**src/hdl/cache_config.svh**
```systemverilog
`ifndef CACHE_CONFIG_SVH
`define CACHE_CONFIG_SVH

// sizes shared by both caches and the arbiter

`define WORD_SIZE 16    // data and address width
`define LINE_WORDS 4    // words per cache line
`define ICACHE_LINES 4  // direct-mapped, one tag per line
`define DCACHE_LINES 4

`endif

```
**src/hdl/cache_pkg.sv**
```systemverilog
package cache_pkg;

	// cache controller state
	// icache never enters cache_write
	typedef enum logic [1:0] {
		cache_idle,
		cache_fill,  // line refill, one word per request
		cache_write  // single word write-through
	} cache_state_e;

	typedef enum logic {
		mem_read,
		mem_write
	} mem_op_e;

	// APB master phases
	typedef enum logic [1:0] {
		arb_idle,
		arb_setup,
		arb_access
	} arb_state_e;

endpackage

```
**src/hdl/icache.sv**
```systemverilog
`timescale 1ns/1ps
`include "cache_config.svh"

module icache
	import cache_pkg::*;
(
	input  logic                  clk,
	input  logic                  arst_n,
	input  logic                  fetch_req,
	input  logic [`WORD_SIZE-1:0] fetch_addr,
	output logic [`WORD_SIZE-1:0] fetch_data,
	output logic                  fetch_valid,
	output logic                  mreq,
	output logic [`WORD_SIZE-1:0] maddr,
	input  logic                  mack,
	input  logic [`WORD_SIZE-1:0] mrdata
);

	localparam int OFF_W = $clog2(`LINE_WORDS);
	localparam int IDX_W = $clog2(`ICACHE_LINES);
	localparam int TAG_W = `WORD_SIZE - OFF_W - IDX_W;
	localparam int CNT_W = OFF_W + 1;  // holds LINE_WORDS itself

	cache_state_e state;
	logic [CNT_W-1:0] remain;  // words still to fetch
	logic [`ICACHE_LINES-1:0] valid;
	logic [TAG_W-1:0] tag_arr [`ICACHE_LINES];
	logic [`WORD_SIZE-1:0] data_arr [`ICACHE_LINES][`LINE_WORDS];

	logic [TAG_W-1:0] req_tag;
	logic [IDX_W-1:0] req_idx;
	logic [OFF_W-1:0] req_off;
	logic [OFF_W-1:0] fill_off;
	logic hit;
	logic lookup;

	assign req_tag = fetch_addr[`WORD_SIZE-1 -: TAG_W];
	assign req_idx = fetch_addr[OFF_W +: IDX_W];
	assign req_off = fetch_addr[OFF_W-1:0];
	assign hit = valid[req_idx] && (tag_arr[req_idx] == req_tag);

	// skip the cycle where the previous answer is still showing
	assign lookup = (state == cache_idle) && fetch_req && !fetch_valid;

	// word 0 goes out first, then 1, 2, 3
	assign fill_off = OFF_W'(`LINE_WORDS - remain);

	assign mreq = (state == cache_fill);
	assign maddr = {fetch_addr[`WORD_SIZE-1:OFF_W], fill_off};  // aligned base plus offset

	always_ff @(posedge clk or negedge arst_n) begin
		if (!arst_n) begin
			state <= cache_idle;
			remain <= '0;
			valid <= '0;
			fetch_valid <= 1'b0;
		end else begin
			fetch_valid <= 1'b0;  // one cycle pulse
			case (state)
				cache_idle: begin
					if (lookup) begin
						if (hit) begin
							fetch_valid <= 1'b1;
						end else begin
							valid[req_idx] <= 1'b0;  // line is being replaced
							remain <= CNT_W'(`LINE_WORDS);
							state <= cache_fill;
						end
					end
				end
				cache_fill: begin
					if (mack) begin
						remain <= remain - 1'b1;
						if (remain == CNT_W'(1)) begin
							valid[req_idx] <= 1'b1;
							state <= cache_idle;  // lookup hits on the next cycle
						end
					end
				end
				default: begin
					state <= cache_idle;
				end
			endcase
		end
	end

	always_ff @(posedge clk) begin
		if (lookup && hit) begin
			fetch_data <= data_arr[req_idx][req_off];
		end
		if (lookup && !hit) begin
			tag_arr[req_idx] <= req_tag;
		end
		if (state == cache_fill && mack) begin
			data_arr[req_idx][fill_off] <= mrdata;
		end
	end

endmodule

```
**src/hdl/dcache.sv**
```systemverilog
`timescale 1ns/1ps
`include "cache_config.svh"

module dcache
	import cache_pkg::*;
(
	input  logic                  clk,
	input  logic                  arst_n,
	input  logic                  rd_req,
	input  logic                  wr_req,
	input  logic [`WORD_SIZE-1:0] data_addr,
	input  logic [`WORD_SIZE-1:0] wdata,
	output logic [`WORD_SIZE-1:0] rdata,
	output logic                  done,
	output logic                  mreq,
	output mem_op_e               mop,
	output logic [`WORD_SIZE-1:0] maddr,
	output logic [`WORD_SIZE-1:0] mwdata,
	input  logic                  mack,
	input  logic [`WORD_SIZE-1:0] mrdata
);

	localparam int OFF_W = $clog2(`LINE_WORDS);
	localparam int IDX_W = $clog2(`DCACHE_LINES);
	localparam int TAG_W = `WORD_SIZE - OFF_W - IDX_W;
	localparam int CNT_W = OFF_W + 1;

	cache_state_e state;
	logic [CNT_W-1:0] remain;  // refill words left
	logic [`DCACHE_LINES-1:0] valid;
	logic [TAG_W-1:0] tag_arr [`DCACHE_LINES];
	logic [`WORD_SIZE-1:0] data_arr [`DCACHE_LINES][`LINE_WORDS];

	logic [TAG_W-1:0] req_tag;
	logic [IDX_W-1:0] req_idx;
	logic [OFF_W-1:0] req_off;
	logic [OFF_W-1:0] fill_off;
	logic hit;
	logic rd_lookup;
	logic wr_start;

	assign req_tag = data_addr[`WORD_SIZE-1 -: TAG_W];
	assign req_idx = data_addr[OFF_W +: IDX_W];
	assign req_off = data_addr[OFF_W-1:0];
	assign hit = valid[req_idx] && (tag_arr[req_idx] == req_tag);

	// reads win if both are raised
	assign rd_lookup = (state == cache_idle) && rd_req && !done;
	assign wr_start = (state == cache_idle) && wr_req && !rd_req && !done;

	assign fill_off = OFF_W'(`LINE_WORDS - remain);

	assign mreq = (state != cache_idle);
	assign mop = (state == cache_write) ? mem_write : mem_read;
	assign maddr = (state == cache_write) ? data_addr
		: {data_addr[`WORD_SIZE-1:OFF_W], fill_off};
	assign mwdata = wdata;  // held by the processor until done

	always_ff @(posedge clk or negedge arst_n) begin
		if (!arst_n) begin
			state <= cache_idle;
			remain <= '0;
			valid <= '0;
			done <= 1'b0;
		end else begin
			done <= 1'b0;
			case (state)
				cache_idle: begin
					if (rd_lookup) begin
						if (hit) begin
							done <= 1'b1;
						end else begin
							valid[req_idx] <= 1'b0;
							remain <= CNT_W'(`LINE_WORDS);
							state <= cache_fill;
						end
					end else if (wr_start) begin
						state <= cache_write;
					end
				end
				cache_fill: begin
					if (mack) begin
						remain <= remain - 1'b1;
						if (remain == CNT_W'(1)) begin
							valid[req_idx] <= 1'b1;
							state <= cache_idle;
						end
					end
				end
				cache_write: begin
					if (mack) begin  // memory has the word now
						done <= 1'b1;
						state <= cache_idle;
					end
				end
				default: begin
					state <= cache_idle;
				end
			endcase
		end
	end

	always_ff @(posedge clk) begin
		if (rd_lookup && hit) begin
			rdata <= data_arr[req_idx][req_off];
		end
		if (rd_lookup && !hit) begin
			tag_arr[req_idx] <= req_tag;
		end
		if (state == cache_fill && mack) begin
			data_arr[req_idx][fill_off] <= mrdata;
		end
		// write hit keeps the cached copy current, a miss leaves it alone
		if (state == cache_write && mack && hit) begin
			data_arr[req_idx][req_off] <= wdata;
		end
	end

endmodule

```
**src/hdl/mem_arbiter.sv**
```systemverilog
`timescale 1ns/1ps
`include "cache_config.svh"

module mem_arbiter
	import cache_pkg::*;
(
	input  logic                  clk,
	input  logic                  arst_n,
	input  logic                  ic_mreq,
	input  logic [`WORD_SIZE-1:0] ic_maddr,
	input  logic                  dc_mreq,
	input  mem_op_e               dc_mop,
	input  logic [`WORD_SIZE-1:0] dc_maddr,
	input  logic [`WORD_SIZE-1:0] dc_mwdata,
	output logic                  ic_mack,
	output logic                  dc_mack,
	output logic [`WORD_SIZE-1:0] mrdata,
	output logic                  psel,
	output logic                  penable,
	output logic                  pwrite,
	output logic [`WORD_SIZE-1:0] paddr,
	output logic [`WORD_SIZE-1:0] pwdata,
	input  logic [`WORD_SIZE-1:0] prdata,
	input  logic                  pready
);

	arb_state_e state;
	logic last_dc;  // dcache holds or last held the grant
	logic ic_want;
	logic dc_want;
	logic pick_dc;

	// a request whose mack is showing is the one just served
	assign ic_want = ic_mreq && !ic_mack;
	assign dc_want = dc_mreq && !dc_mack;

	assign pick_dc = dc_want && (!ic_want || !last_dc);

	assign psel = (state != arb_idle);
	assign penable = (state == arb_access);

	always_ff @(posedge clk or negedge arst_n) begin
		if (!arst_n) begin
			state <= arb_idle;
			last_dc <= 1'b0;
			pwrite <= 1'b0;
			ic_mack <= 1'b0;
			dc_mack <= 1'b0;
		end else begin
			ic_mack <= 1'b0;
			dc_mack <= 1'b0;
			case (state)
				arb_idle: begin
					if (ic_want || dc_want) begin
						last_dc <= pick_dc;
						pwrite <= pick_dc && (dc_mop == mem_write);
						state <= arb_setup;
					end
				end
				arb_setup: begin
					state <= arb_access;
				end
				arb_access: begin
					if (pready) begin  // stall otherwise, request stays held
						dc_mack <= last_dc;
						ic_mack <= !last_dc;
						state <= arb_idle;
					end
				end
				default: begin
					state <= arb_idle;
				end
			endcase
		end
	end

	always_ff @(posedge clk) begin
		if (state == arb_idle && (ic_want || dc_want)) begin
			paddr <= pick_dc ? dc_maddr : ic_maddr;
			pwdata <= dc_mwdata;
		end
		if (state == arb_access && pready) begin
			mrdata <= prdata;
		end
	end

endmodule

```
**src/hdl/mem_subsys.sv**
```systemverilog
`timescale 1ns/1ps
`include "cache_config.svh"

module mem_subsys
	import cache_pkg::*;
(
	input  logic                  clk,
	input  logic                  arst_n,
	input  logic                  fetch_req,
	input  logic [`WORD_SIZE-1:0] fetch_addr,
	output logic [`WORD_SIZE-1:0] fetch_data,
	output logic                  fetch_valid,
	input  logic                  rd_req,
	input  logic                  wr_req,
	input  logic [`WORD_SIZE-1:0] data_addr,
	input  logic [`WORD_SIZE-1:0] wdata,
	output logic [`WORD_SIZE-1:0] rdata,
	output logic                  done,
	output logic                  psel,
	output logic                  penable,
	output logic                  pwrite,
	output logic [`WORD_SIZE-1:0] paddr,
	output logic [`WORD_SIZE-1:0] pwdata,
	input  logic [`WORD_SIZE-1:0] prdata,
	input  logic                  pready
);

	logic ic_mreq;
	logic [`WORD_SIZE-1:0] ic_maddr;
	logic ic_mack;
	logic dc_mreq;
	mem_op_e dc_mop;
	logic [`WORD_SIZE-1:0] dc_maddr;
	logic [`WORD_SIZE-1:0] dc_mwdata;
	logic dc_mack;
	logic [`WORD_SIZE-1:0] mrdata;  // shared, qualified by each mack

	icache icache_i (
		.clk         (clk),
		.arst_n      (arst_n),
		.fetch_req   (fetch_req),
		.fetch_addr  (fetch_addr),
		.fetch_data  (fetch_data),
		.fetch_valid (fetch_valid),
		.mreq        (ic_mreq),
		.maddr       (ic_maddr),
		.mack        (ic_mack),
		.mrdata      (mrdata)
	);

	dcache dcache_i (
		.clk       (clk),
		.arst_n    (arst_n),
		.rd_req    (rd_req),
		.wr_req    (wr_req),
		.data_addr (data_addr),
		.wdata     (wdata),
		.rdata     (rdata),
		.done      (done),
		.mreq      (dc_mreq),
		.mop       (dc_mop),
		.maddr     (dc_maddr),
		.mwdata    (dc_mwdata),
		.mack      (dc_mack),
		.mrdata    (mrdata)
	);

	mem_arbiter arbiter_i (
		.clk       (clk),
		.arst_n    (arst_n),
		.ic_mreq   (ic_mreq),
		.ic_maddr  (ic_maddr),
		.dc_mreq   (dc_mreq),
		.dc_mop    (dc_mop),
		.dc_maddr  (dc_maddr),
		.dc_mwdata (dc_mwdata),
		.ic_mack   (ic_mack),
		.dc_mack   (dc_mack),
		.mrdata    (mrdata),
		.psel      (psel),
		.penable   (penable),
		.pwrite    (pwrite),
		.paddr     (paddr),
		.pwdata    (pwdata),
		.prdata    (prdata),
		.pready    (pready)
	);

endmodule

```
**config.mk**
```make
export PLATFORM = sky130hd
export DESIGN_NAME = mem_subsys
export DESIGN_NICKNAME = d
export VERILOG_FILES = /design/src/hdl/cache_pkg.sv /design/src/hdl/icache.sv /design/src/hdl/dcache.sv /design/src/hdl/mem_arbiter.sv /design/src/hdl/mem_subsys.sv
export VERILOG_INCLUDE_DIRS = /design/src /design/src/hdl
export SDC_FILE = /design/constraint.sdc
export NUM_CORES = 1
export LEC_CHECK = 0
export BUFFER_PORTS_ARGS = -buffer_cell sky130_fd_sc_hd__buf_2
export CAP_MARGIN = 20
export CORE_MARGIN = 2
export CORE_UTILIZATION = 55
export CTS_BUF_LIST = sky130_fd_sc_hd__clkbuf_8
export DETAILED_ROUTE_END_ITERATION = 6
export PLACE_DENSITY = 0.73
export SYNTH_ARGS = -nofsm -noshare
export SYNTH_HDL_FRONTEND = slang
export SYNTH_HIERARCHICAL = 1
export SYNTH_SLANG_ARGS = --single-unit
```
**constraint.sdc**
```tcl
create_clock -name clk -period 5.95 [get_ports clk]
set_clock_uncertainty 0.1 [all_clocks]
set_input_delay 0.8925 -clock clk [delete_from_list [all_inputs] [get_ports clk]]
set_output_delay 0.8925 -clock clk [all_outputs]
set_load 0.05 [all_outputs]
```
* Word-level counts from Yosys, hierarchy flattened *
Memories as Yosys holds them, arrays and structs flattened.
Index checks and enable logic that the tools add are counted.

storage, ports and cells
  memories = 4
  word-level logic and storage cells = 328
  register bits after elaboration = 106
  RAM bits = 608

memories
  memory             words  width  read ports  clocked after memory_dff  write ports  line          RTL
  dcache_i.data_arr  4      64     1           0                         1            dcache.sv:32  logic [`WORD_SIZE-1:0] data_arr [`DCACHE_LINES][`LINE_WORDS];
  icache_i.data_arr  4      64     1           0                         1            icache.sv:28  logic [`WORD_SIZE-1:0] data_arr [`ICACHE_LINES][`LINE_WORDS];
  dcache_i.tag_arr   4      12     1           0                         1            dcache.sv:31  logic [TAG_W-1:0] tag_arr [`DCACHE_LINES];
  icache_i.tag_arr   4      12     1           0                         1            icache.sv:27  logic [TAG_W-1:0] tag_arr [`ICACHE_LINES];

cells by class
  add/subtract/negate cells = 4
  bitwise gates (word level) = 74
  magnitude comparators = 11
  eq/ne operators = 22
  reductions and logical operators = 54
  mux-type cells = 141

operator list
  operator              count
  $mux W64              3
  $mux W16              8
  $demux W16 S2         3
  $mux W1               86
  $bmux W16 S2          2
  $or A1 B1 Y1          64
  $mux W4               8
  $logic_and A1 B1 Y1   28
  $mux W2               13
  $eq A12 B12 Y1        2
  $mux W3               6
  $pmux W4 S2           2
  $reduce_and A5 Y1     3
  $ne A2 B1 Y1 const B  7
  $ge A3 B3 Y1 const B  4
  $not A2 Y3            4
  $pmux W2 S3           2
  $pmux W3 S2           2
  $reduce_and A4 Y1     3
  $logic_not A1 Y1      9
  $lt A3 B1 Y1 const B  3
  $and A4 B4 Y4         2
  $ne A2 B2 Y1 const B  4
  $not A4 Y4            2
  other kinds (18)      36

* Depth between registers and ports, before layout *
Gate-level depths: netlist (run 1).

  depth in word-level cells = 9
  mapped depth = 10
  mapped depth without buffers = 6

* Cells and area by module *
The synthesis (run 1) kept the hierarchy.

modules (own cells, without submodules)
  module       cells an instance  instances  area each (µm²)
  dcache       683                1          14,078.5
  icache       572                1          12,812.3
  mem_arbiter  89                 1          1,934.4

* Least setup slack after synthesis (run 1) *
OpenSTA, ideal clock, no wires.

  kind = input -> register
  from = in data_addr[2]
  to = mem dcache_i/data_arr[0][32] (netlist name), enable pin
  library setup time = 0.394 ns
  path buffers = 2
  data arrival time = 3.273 ns
  slack = 2.182 ns
  stages on the path = 7
  cell sequence = buf_2 mux4_2 xor2_1 nor3_2 o2111ai_1 buf_4 a21oi_1

between the ends
  word-level cells in the longest chain between the ends = 7
  elaborated cells between the ends (all ways) = 9
  classes of those cells = eq/ne: 1; mux: 4; bitwise: 1; reduce/logical: 2; memory: 1

ends and longest elaborated chain
  what                                                  line              RTL
  from (decl)                                           mem_subsys.sv:15  input logic [`WORD_SIZE-1:0] data_addr,
  $mem_v2 Z4 W12 / $bmux W1 S2 (equally long branches)  -
  $eq A12 B12 Y1 / $mux W1 (equally long branches)      dcache.sv:45      assign hit = valid[req_idx] && (tag_arr[req_idx] == req_tag);
  $logic_and A1 B1 Y1                                   dcache.sv:45
  $logic_and A1 B1 Y1                                   dcache.sv:114     if (state == cache_write && mack && hit) begin
  $mux W1                                               dcache.sv:114
  $mux W64 (implied by the code)                        dcache.sv:115     data_arr[req_idx][req_off] <= wdata;
  $or A1 B1 Y1 (no line)                                -
  to (decl)                                             dcache.sv:32

Several ways; a longest one is shown, not always the timed one. The select of a mux whose other input is x is not followed.

* Worst setup path in the final report (run 1) *
  from = in data_addr[2]
  to = mem dcache_i/data_arr[0][31] (netlist name), enable pin

Same word-level chain as after synthesis.

==> impl_metrics.json, run 1 <==
{
  "worstPathArrival_ps": 4320,
  "routed.top_layer": "met5",
  "design_area_um2": 32240,
  "met3_length_um": 6076,
  "ctsHoldBuffers": 0,
  "grt_pass1_wl_um": 90760,
  "avgSynthCellArea_um2": 21.45,
  "finalNetCount": 1610,
  "ys_ff_latch": 713,
  "die-area_um2": 54260,
  "ir_drop_uv": 451.5,
  "final_common_cell": "edfxtp_1",
  "synth.distinct_cells": 57,
  "reg2reg_slack_ps": 2440,
  "synthCells": 1344,
  "drt-total-wl_um": 61280,
  "grt_usage": 0.2342,
  "status": "completed",
  "period_minus_slack_ps": 4027,
  "clkLatencyLatePin_ps": 710,
  "syn_area_um2": 28830,
  "layout-drive-gt1-share": 0.3711,
  "cts_buffers": 108,
  "cts.sinks": 713,
  "final_cell_mix": "edfxtp_1, mux4_2, buf_2",
  "grt_setup_unrepaired": "no",
  "tightest_slew_ps": 1126,
  "core_area_um2": 51610,
  "critPathMaxFanout": 37,
  "synth-main-ff-cell": "edfxtp_1",
  "max_freq_mhz": 248.3,
  "dieHeight_um": 232.9,
  "r2r-end": "dcache_i/data_arr[0][31]",
  "postRouteAntennaNets": 0,
  "grt_overflow": 0,
  "holdWs_ps": 90.90,
  "cts_setup_buffers": 0,
  "clk_pin_slew_worst_paths_ps": 60,
  "hp-class": "input pin to asynchronous set/reset pin",
  "cts_tree": "done",
  "power.total_mw": 11.24,
  "setup_tns_ps": 0,
  "hold_viol": 0,
  "antenna_found_initial": 7,
  "crit_type": "input pin to flip-flop",
  "drt-met1-wl_um": 23840,
  "dpl-instance-area_um2": 30160,
  "reg2reg_depth": 6,
  "drt-initial-drc-count": 1473,
  "pwr_density_cell_nw_per_um2": 348.5,
  "drt_pass1_iterations": 5,
  "port_buffers": 138,
  "r2r-start": "dcache_i/tag_arr[3][4]",
  "synth_edf_count": 688,
  "yosys_warnings": 6,
  "root_buffer": "clkbuf_8",
  "initial_core_util": 0.5585,
  "fin_crit_sh": 0.6769,
  "ys_seq_area_frac": 0.7384,
  "syn_nets": 1425,
  "grt_max_degree": 72,
  "post_drt_wl_per_cell_um": 26.56,
  "die_x_um": 232.9,
  "dp_hpwl_um": 38110,
  "finalSetupViolations": 0,
  "required_ps": 6240,
  "num_vias": 13783,
  "cts_resized": 0,
  "grt_pass1_vias": 14404,
  "cp-end-kind": "flip-flop",
  "drv_slew": 0,
  "wl_met2_um": 30030,
  "max_cap_viol_count": 0,
  "relSlewSlack": 0.2493,
  "start_kind": "input pin",
  "io-pin-count": 139,
  "async_flop_share": 0.03506,
  "drc_errors": 0,
  "vias_per_cell": 5.974,
  "rows": 83,
  "place.gp.congestion": 0.8005,
  "htree_levels": 3,
  "clk_path_buf_depth": 3,
  "leakage_nw": 10.98,
  "area_growth_pct": 11.85
}
==> metal layers <==
metal,global-route usage,vias to the layer above
met5,0.01011,-
met4,0.07504,6
met3,0.06385,86
met2,0.3691,623
met1,0.3206,7167
li1,-,5901
==> worst max-delay path, cell delays in order <==
cell       delay (ps)
buf_4             530
mux4_2            590
xor2_1            160
nor3_2            610
o2111ai_4         470
a21oi_2           710
buf_4             320
==> layout make-up <==
class,instances,area (um^2)
timing repair buffer,182,1050
clock buffer,112,1541
inverter,11,41.29
antenna,5,12.51
fill,3459,19370
sequential,713,21290
tap,680,850.8
multi-input combinational,513,6983
clock inverter,91,475.5
==> metrics by stage <==
| stage | worst slack [ps] | instances | utilization |
|---|---|---|---|
| 6_report | 1923 | 2307 | 0.6246 |
| 2_1_floorplan | 2182 | 1344 | - |
| 5_1_grt | 1725 | 2305 | 0.6245 |
| 4_1_cts | 1918 | 2298 | 0.6235 |
| 3_5_place_dp | 1149 | 2095 | 0.5844 |
| 3_3_place_gp | 1250 | 2095 | 0.5844 |
==> cells by family after synthesis <==
group / Yosys count / share of synthesized area
adders and majority gates: 11 / 0.004775
xor gates and xnor gates: 33 / 0.01003
DFF: 713 / 0.7384
and+or+nand+nor: 119 / 0.02218
muxes: 281 / 0.1819
buffers and inverters: 118 / 0.02500
AOI/OAI and AO/OA: 69 / 0.01771
==> cells in the mapped netlist (3+ instances only) <==
master,number,share of area
mux2i_1,31,0.011
inv_1,11,0.0014
o31ai_1,3,0.00078
nor3_1,11,0.0019
o2bb2ai_1,3,0.00091
clkbuf_1,16,0.0021
xnor2_1,11,0.0033
nand3b_1,5,0.0013
ha_1,11,0.0048
mux4_2,168,0.13
buf_1,9,0.0012
edfxtp_1,688,0.72
nand3_1,6,0.0010
and3_1,7,0.0015
o2111ai_1,5,0.0015
buf_2,24,0.0042
xor2_1,22,0.0067
o211ai_1,3,0.00078
buf_4,51,0.013
nor2_1,27,0.0035
nor2b_1,12,0.0026
a21oi_1,25,0.0043
a22oi_1,3,0.00078
a31oi_1,6,0.0013
mux2_4,60,0.031
nand2_1,25,0.0033
dfrtp_1,25,0.022
nand2b_1,6,0.0013
nor3b_1,4,0.0010
mux2_2,14,0.0055
o21ai_0,5,0.00087
buf_6,6,0.0023
mux2_1,8,0.0031
and2_1,5,0.0011
==> state kept, by name (all words and copies together) (netlist names), 2 cells and up, named ones only <==
signal	flops
dcache_i/data_arr	256
icache_i/data_arr	256
dcache_i/tag_arr	48
icache_i/tag_arr	48
arbiter_i/mrdata	16
arbiter_i/paddr	16
arbiter_i/pwdata	16
dcache_i/rdata	16
icache_i/fetch_data	16
dcache_i/remain	3
icache_i/remain	3
arbiter_i/state	2
dcache_i/state	2
==> worst max path at each step <==
stage | startpoint | end | slack (ps) | cells after the start
detailed placement | data_addr[2] | dcache_i/data_arr[1][22] | 1150 | 7
global placement | data_addr[2] | dcache_i/data_arr[2][17] | 1250 | 7
finish | data_addr[2] | dcache_i/data_arr[0][31] | 1920 | 7
global route | data_addr[2] | dcache_i/data_arr[0][31] | 1720 | 7
floorplan | data_addr[2] | dcache_i/data_arr[0][32] | 2180 | 7
CTS | data_addr[2] | dcache_i/data_arr[2][26] | 1920 | 7
==> where the power goes <==
part	switching, mW	total (mW)	leakage (nW)	internal, mW
sequential	0.188	6.07	6.53	5.89
combinational	0.989	1.48	3.26	0.494
clock	1.83	3.68	1.19	1.85
No activity file was read; power rests on OpenSTA's default activity.
==> run 2, diff against run 1 <==
--- a/config.mk
+++ b/config.mk
@@ -12,7 +12,7 @@
 export CORE_UTILIZATION = 55
 export CTS_BUF_LIST = sky130_fd_sc_hd__clkbuf_8
 export DETAILED_ROUTE_END_ITERATION = 6
-export PLACE_DENSITY = 0.73
+export PLACE_DENSITY = 0.75
 export SYNTH_ARGS = -nofsm -noshare
 export SYNTH_HDL_FRONTEND = slang
 export SYNTH_HIERARCHICAL = 1
==> constraint.sdc (replaced) <==
create_clock -name clk -period 3.25 [get_ports clk]
set_clock_uncertainty 0.1 [all_clocks]
set_input_delay 0.4875 -clock clk [delete_from_list [all_inputs] [get_ports clk]]
set_output_delay 0.4875 -clock clk [all_outputs]
set_load 0.05 [all_outputs]
==> impl_metrics.json, run 2 (synthesis results as in run 1) <==
{
  "status": "completed",
  "port_buffers": 138,
  "drt-total-wl_um": 62240,
  "antenna_found_initial": 4,
  "crit_type": "flip-flop to flip-flop",
  "pwr_density_cell_nw_per_um2": 624.9,
  "worst_slack_ps": 508.7,
  "grt_max_degree": 78,
  "place.gp.congestion": 0.8076,
  "io-pin-count": 139,
  "hold_start": "fetch_addr[10]",
  "utilization": 0.6451,
  "reg2reg_depth": 5,
  "cts_tree": "done",
  "max_freq_mhz": 364.8,
  "fin_crit_sh": 0.8435,
  "htree_levels": 3,
  "final_cell_mix": "edfxtp_1, mux4_2, buf_2",
  "hp-class": "input pin to flip-flop",
  "cts.sinks": 713,
  "placed_cells": 2131,
  "drt-initial-drc-count": 1506,
  "relSlewSlack": 0.3416,
  "ir_drop_uv": 756.4,
  "num_vias": 14288,
  "required_ps": 3470,
  "layout-drive-gt1-share": 0.3686,
  "clk_pin_slew_worst_paths_ps": 60,
  "cp-end-kind": "flip-flop",
  "largestRegisters": "dcache_i/data_arr: 256 flops, icache_i/data_arr: 256 flops",
  "grt_setup_unrepaired": "no",
  "period_minus_slack_ps": 2741,
  "power.total_mw": 20.81,
  "clkLatencyLatePin_ps": 710,
  "whs_endpoint": "icache_i/tag_arr[0][6]",
  "core_area_um2": 51610,
  "grt_overflow": 0,
  "cts_resized": 0,
  "holdPathStages": 1,
  "grt_usage": 0.2365,
  "drt_pass1_iterations": 5,
  "tightest_slew_ps": 982.3,
  "finalSetupViolations": 0,
  "dp_hpwl_um": 38490,
  "drc_errors": 0,
  "rows": 83,
  "die_x_um": 232.9,
  "start_kind": "flip-flop",
  "leakage_nw": 11.44,
  "grt_pass1_vias": 14704,
  "drv_slew": 0,
  "worstPathArrival_ps": 2960,
  "fin_cells": 2385,
  "finalNetCount": 1700,
  "post_drt_wl_per_cell_um": 26.10,
  "final_common_cell": "edfxtp_1",
  "initial_core_util": 0.5585,
  "dieHeight_um": 232.9,
  "postRouteAntennaNets": 0,
  "reg2reg_slack_ps": 510,
  "clk_path_buf_depth": 3,
  "critPathMaxFanout": 12,
  "r2r-start": "icache_i/tag_arr[2][4]",
  "r2r-end": "icache_i/tag_arr[1][6]",
  "place_ws_ps": 73.47,
  "cts_buffers": 107,
  "max_cap_viol_count": 0,
  "vias_per_cell": 5.991,
  "root_buffer": "clkbuf_8",
  "area_growth_pct": 15.52,
  "setup_tns_ps": 0,
  "hold_viol": 0,
  "grt_pass1_wl_um": 91870,
  "die-area_um2": 54260
}
run 2: cell types whose count changed in the layout (fill, tap and decap cells not counted), sizes merged:
| cell | before | now |
|---|---|---|
| buf | 182 | 215 |
| clkinv | 45 | 30 |
| clkinvlp | 0 | 1 |
| bufinv | 2 | 4 |
| dlygate4sd3 | 0 | 58 |
| diode | 5 | 4 |
run 2: cell type report:
| type | count | area (um^2) |
|---|---|---|
| inverter | 11 | 41.29 |
| fill | 3311 | 18320 |
| sequential | 713 | 21290 |
| tap | 680 | 850.8 |
| clock inverter | 79 | 447.9 |
| multi-input combinational | 513 | 6983 |
| clock buffer | 112 | 1541 |
| timing repair buffer | 273 | 2138 |
| antenna | 4 | 10.01 |
run 2: critical path: stages, from the launching register on:
cell	delay, ps
edfxtp_1	390
mux4_2	490
xor2_1	300
a2111oi_4	90
a31oi_1	350
and2_1	640
run 2: metal layers:
metal / vias to the layer above / GRT usage / wire (um)
met2: 678 / 0.3649 / 29490
met4: 2 / 0.07444 / 1417
li1: 6069 / - / -
met3: 99 / 0.06373 / 6299
met5: - / 0 / 13
met1: 7440 / 0.3334 / 25020
run 2: worst max path at each step:
stage                                        from  slack [ps]                  endpoint
after floorplan                      data_addr[2]        -110  dcache_i/data_arr[0][32]
after global placement               data_addr[3]         200        dcache_i/rdata[11]
after detailed placement             data_addr[3]          70    dcache_i/tag_arr[1][7]
after CTS                 icache_i/tag_arr[3][10]         540    icache_i/tag_arr[2][0]
after global routing      icache_i/tag_arr[0][10]         370    icache_i/tag_arr[2][8]
final                      icache_i/tag_arr[2][4]         510    icache_i/tag_arr[1][6]
run 2: stage by stage:
step	instance area, um^2	hold slack, ps
2_1_floorplan	28870	91.91
3_3_place_gp	30710	374.8
3_5_place_dp	30710	375.9
4_1_cts	33280	6.355
5_1_grt	33290	30.34
6_report	33300	71.65
run 2: timing repair:
item | in CTS | in global routing
setup buffers | 0 | 0
hold endpoints to repair | 148 | 0
hold buffers | 58 | 0
run 2: power by group:
group / switching, mW / total, mW / internal, mW
Clock: 3.34 / 6.85 / 3.51
Combinational: 1.85 / 2.84 / 0.995
Sequential: 0.347 / 11.1 / 10.8
Total: 5.53 / 20.8 / 15.3
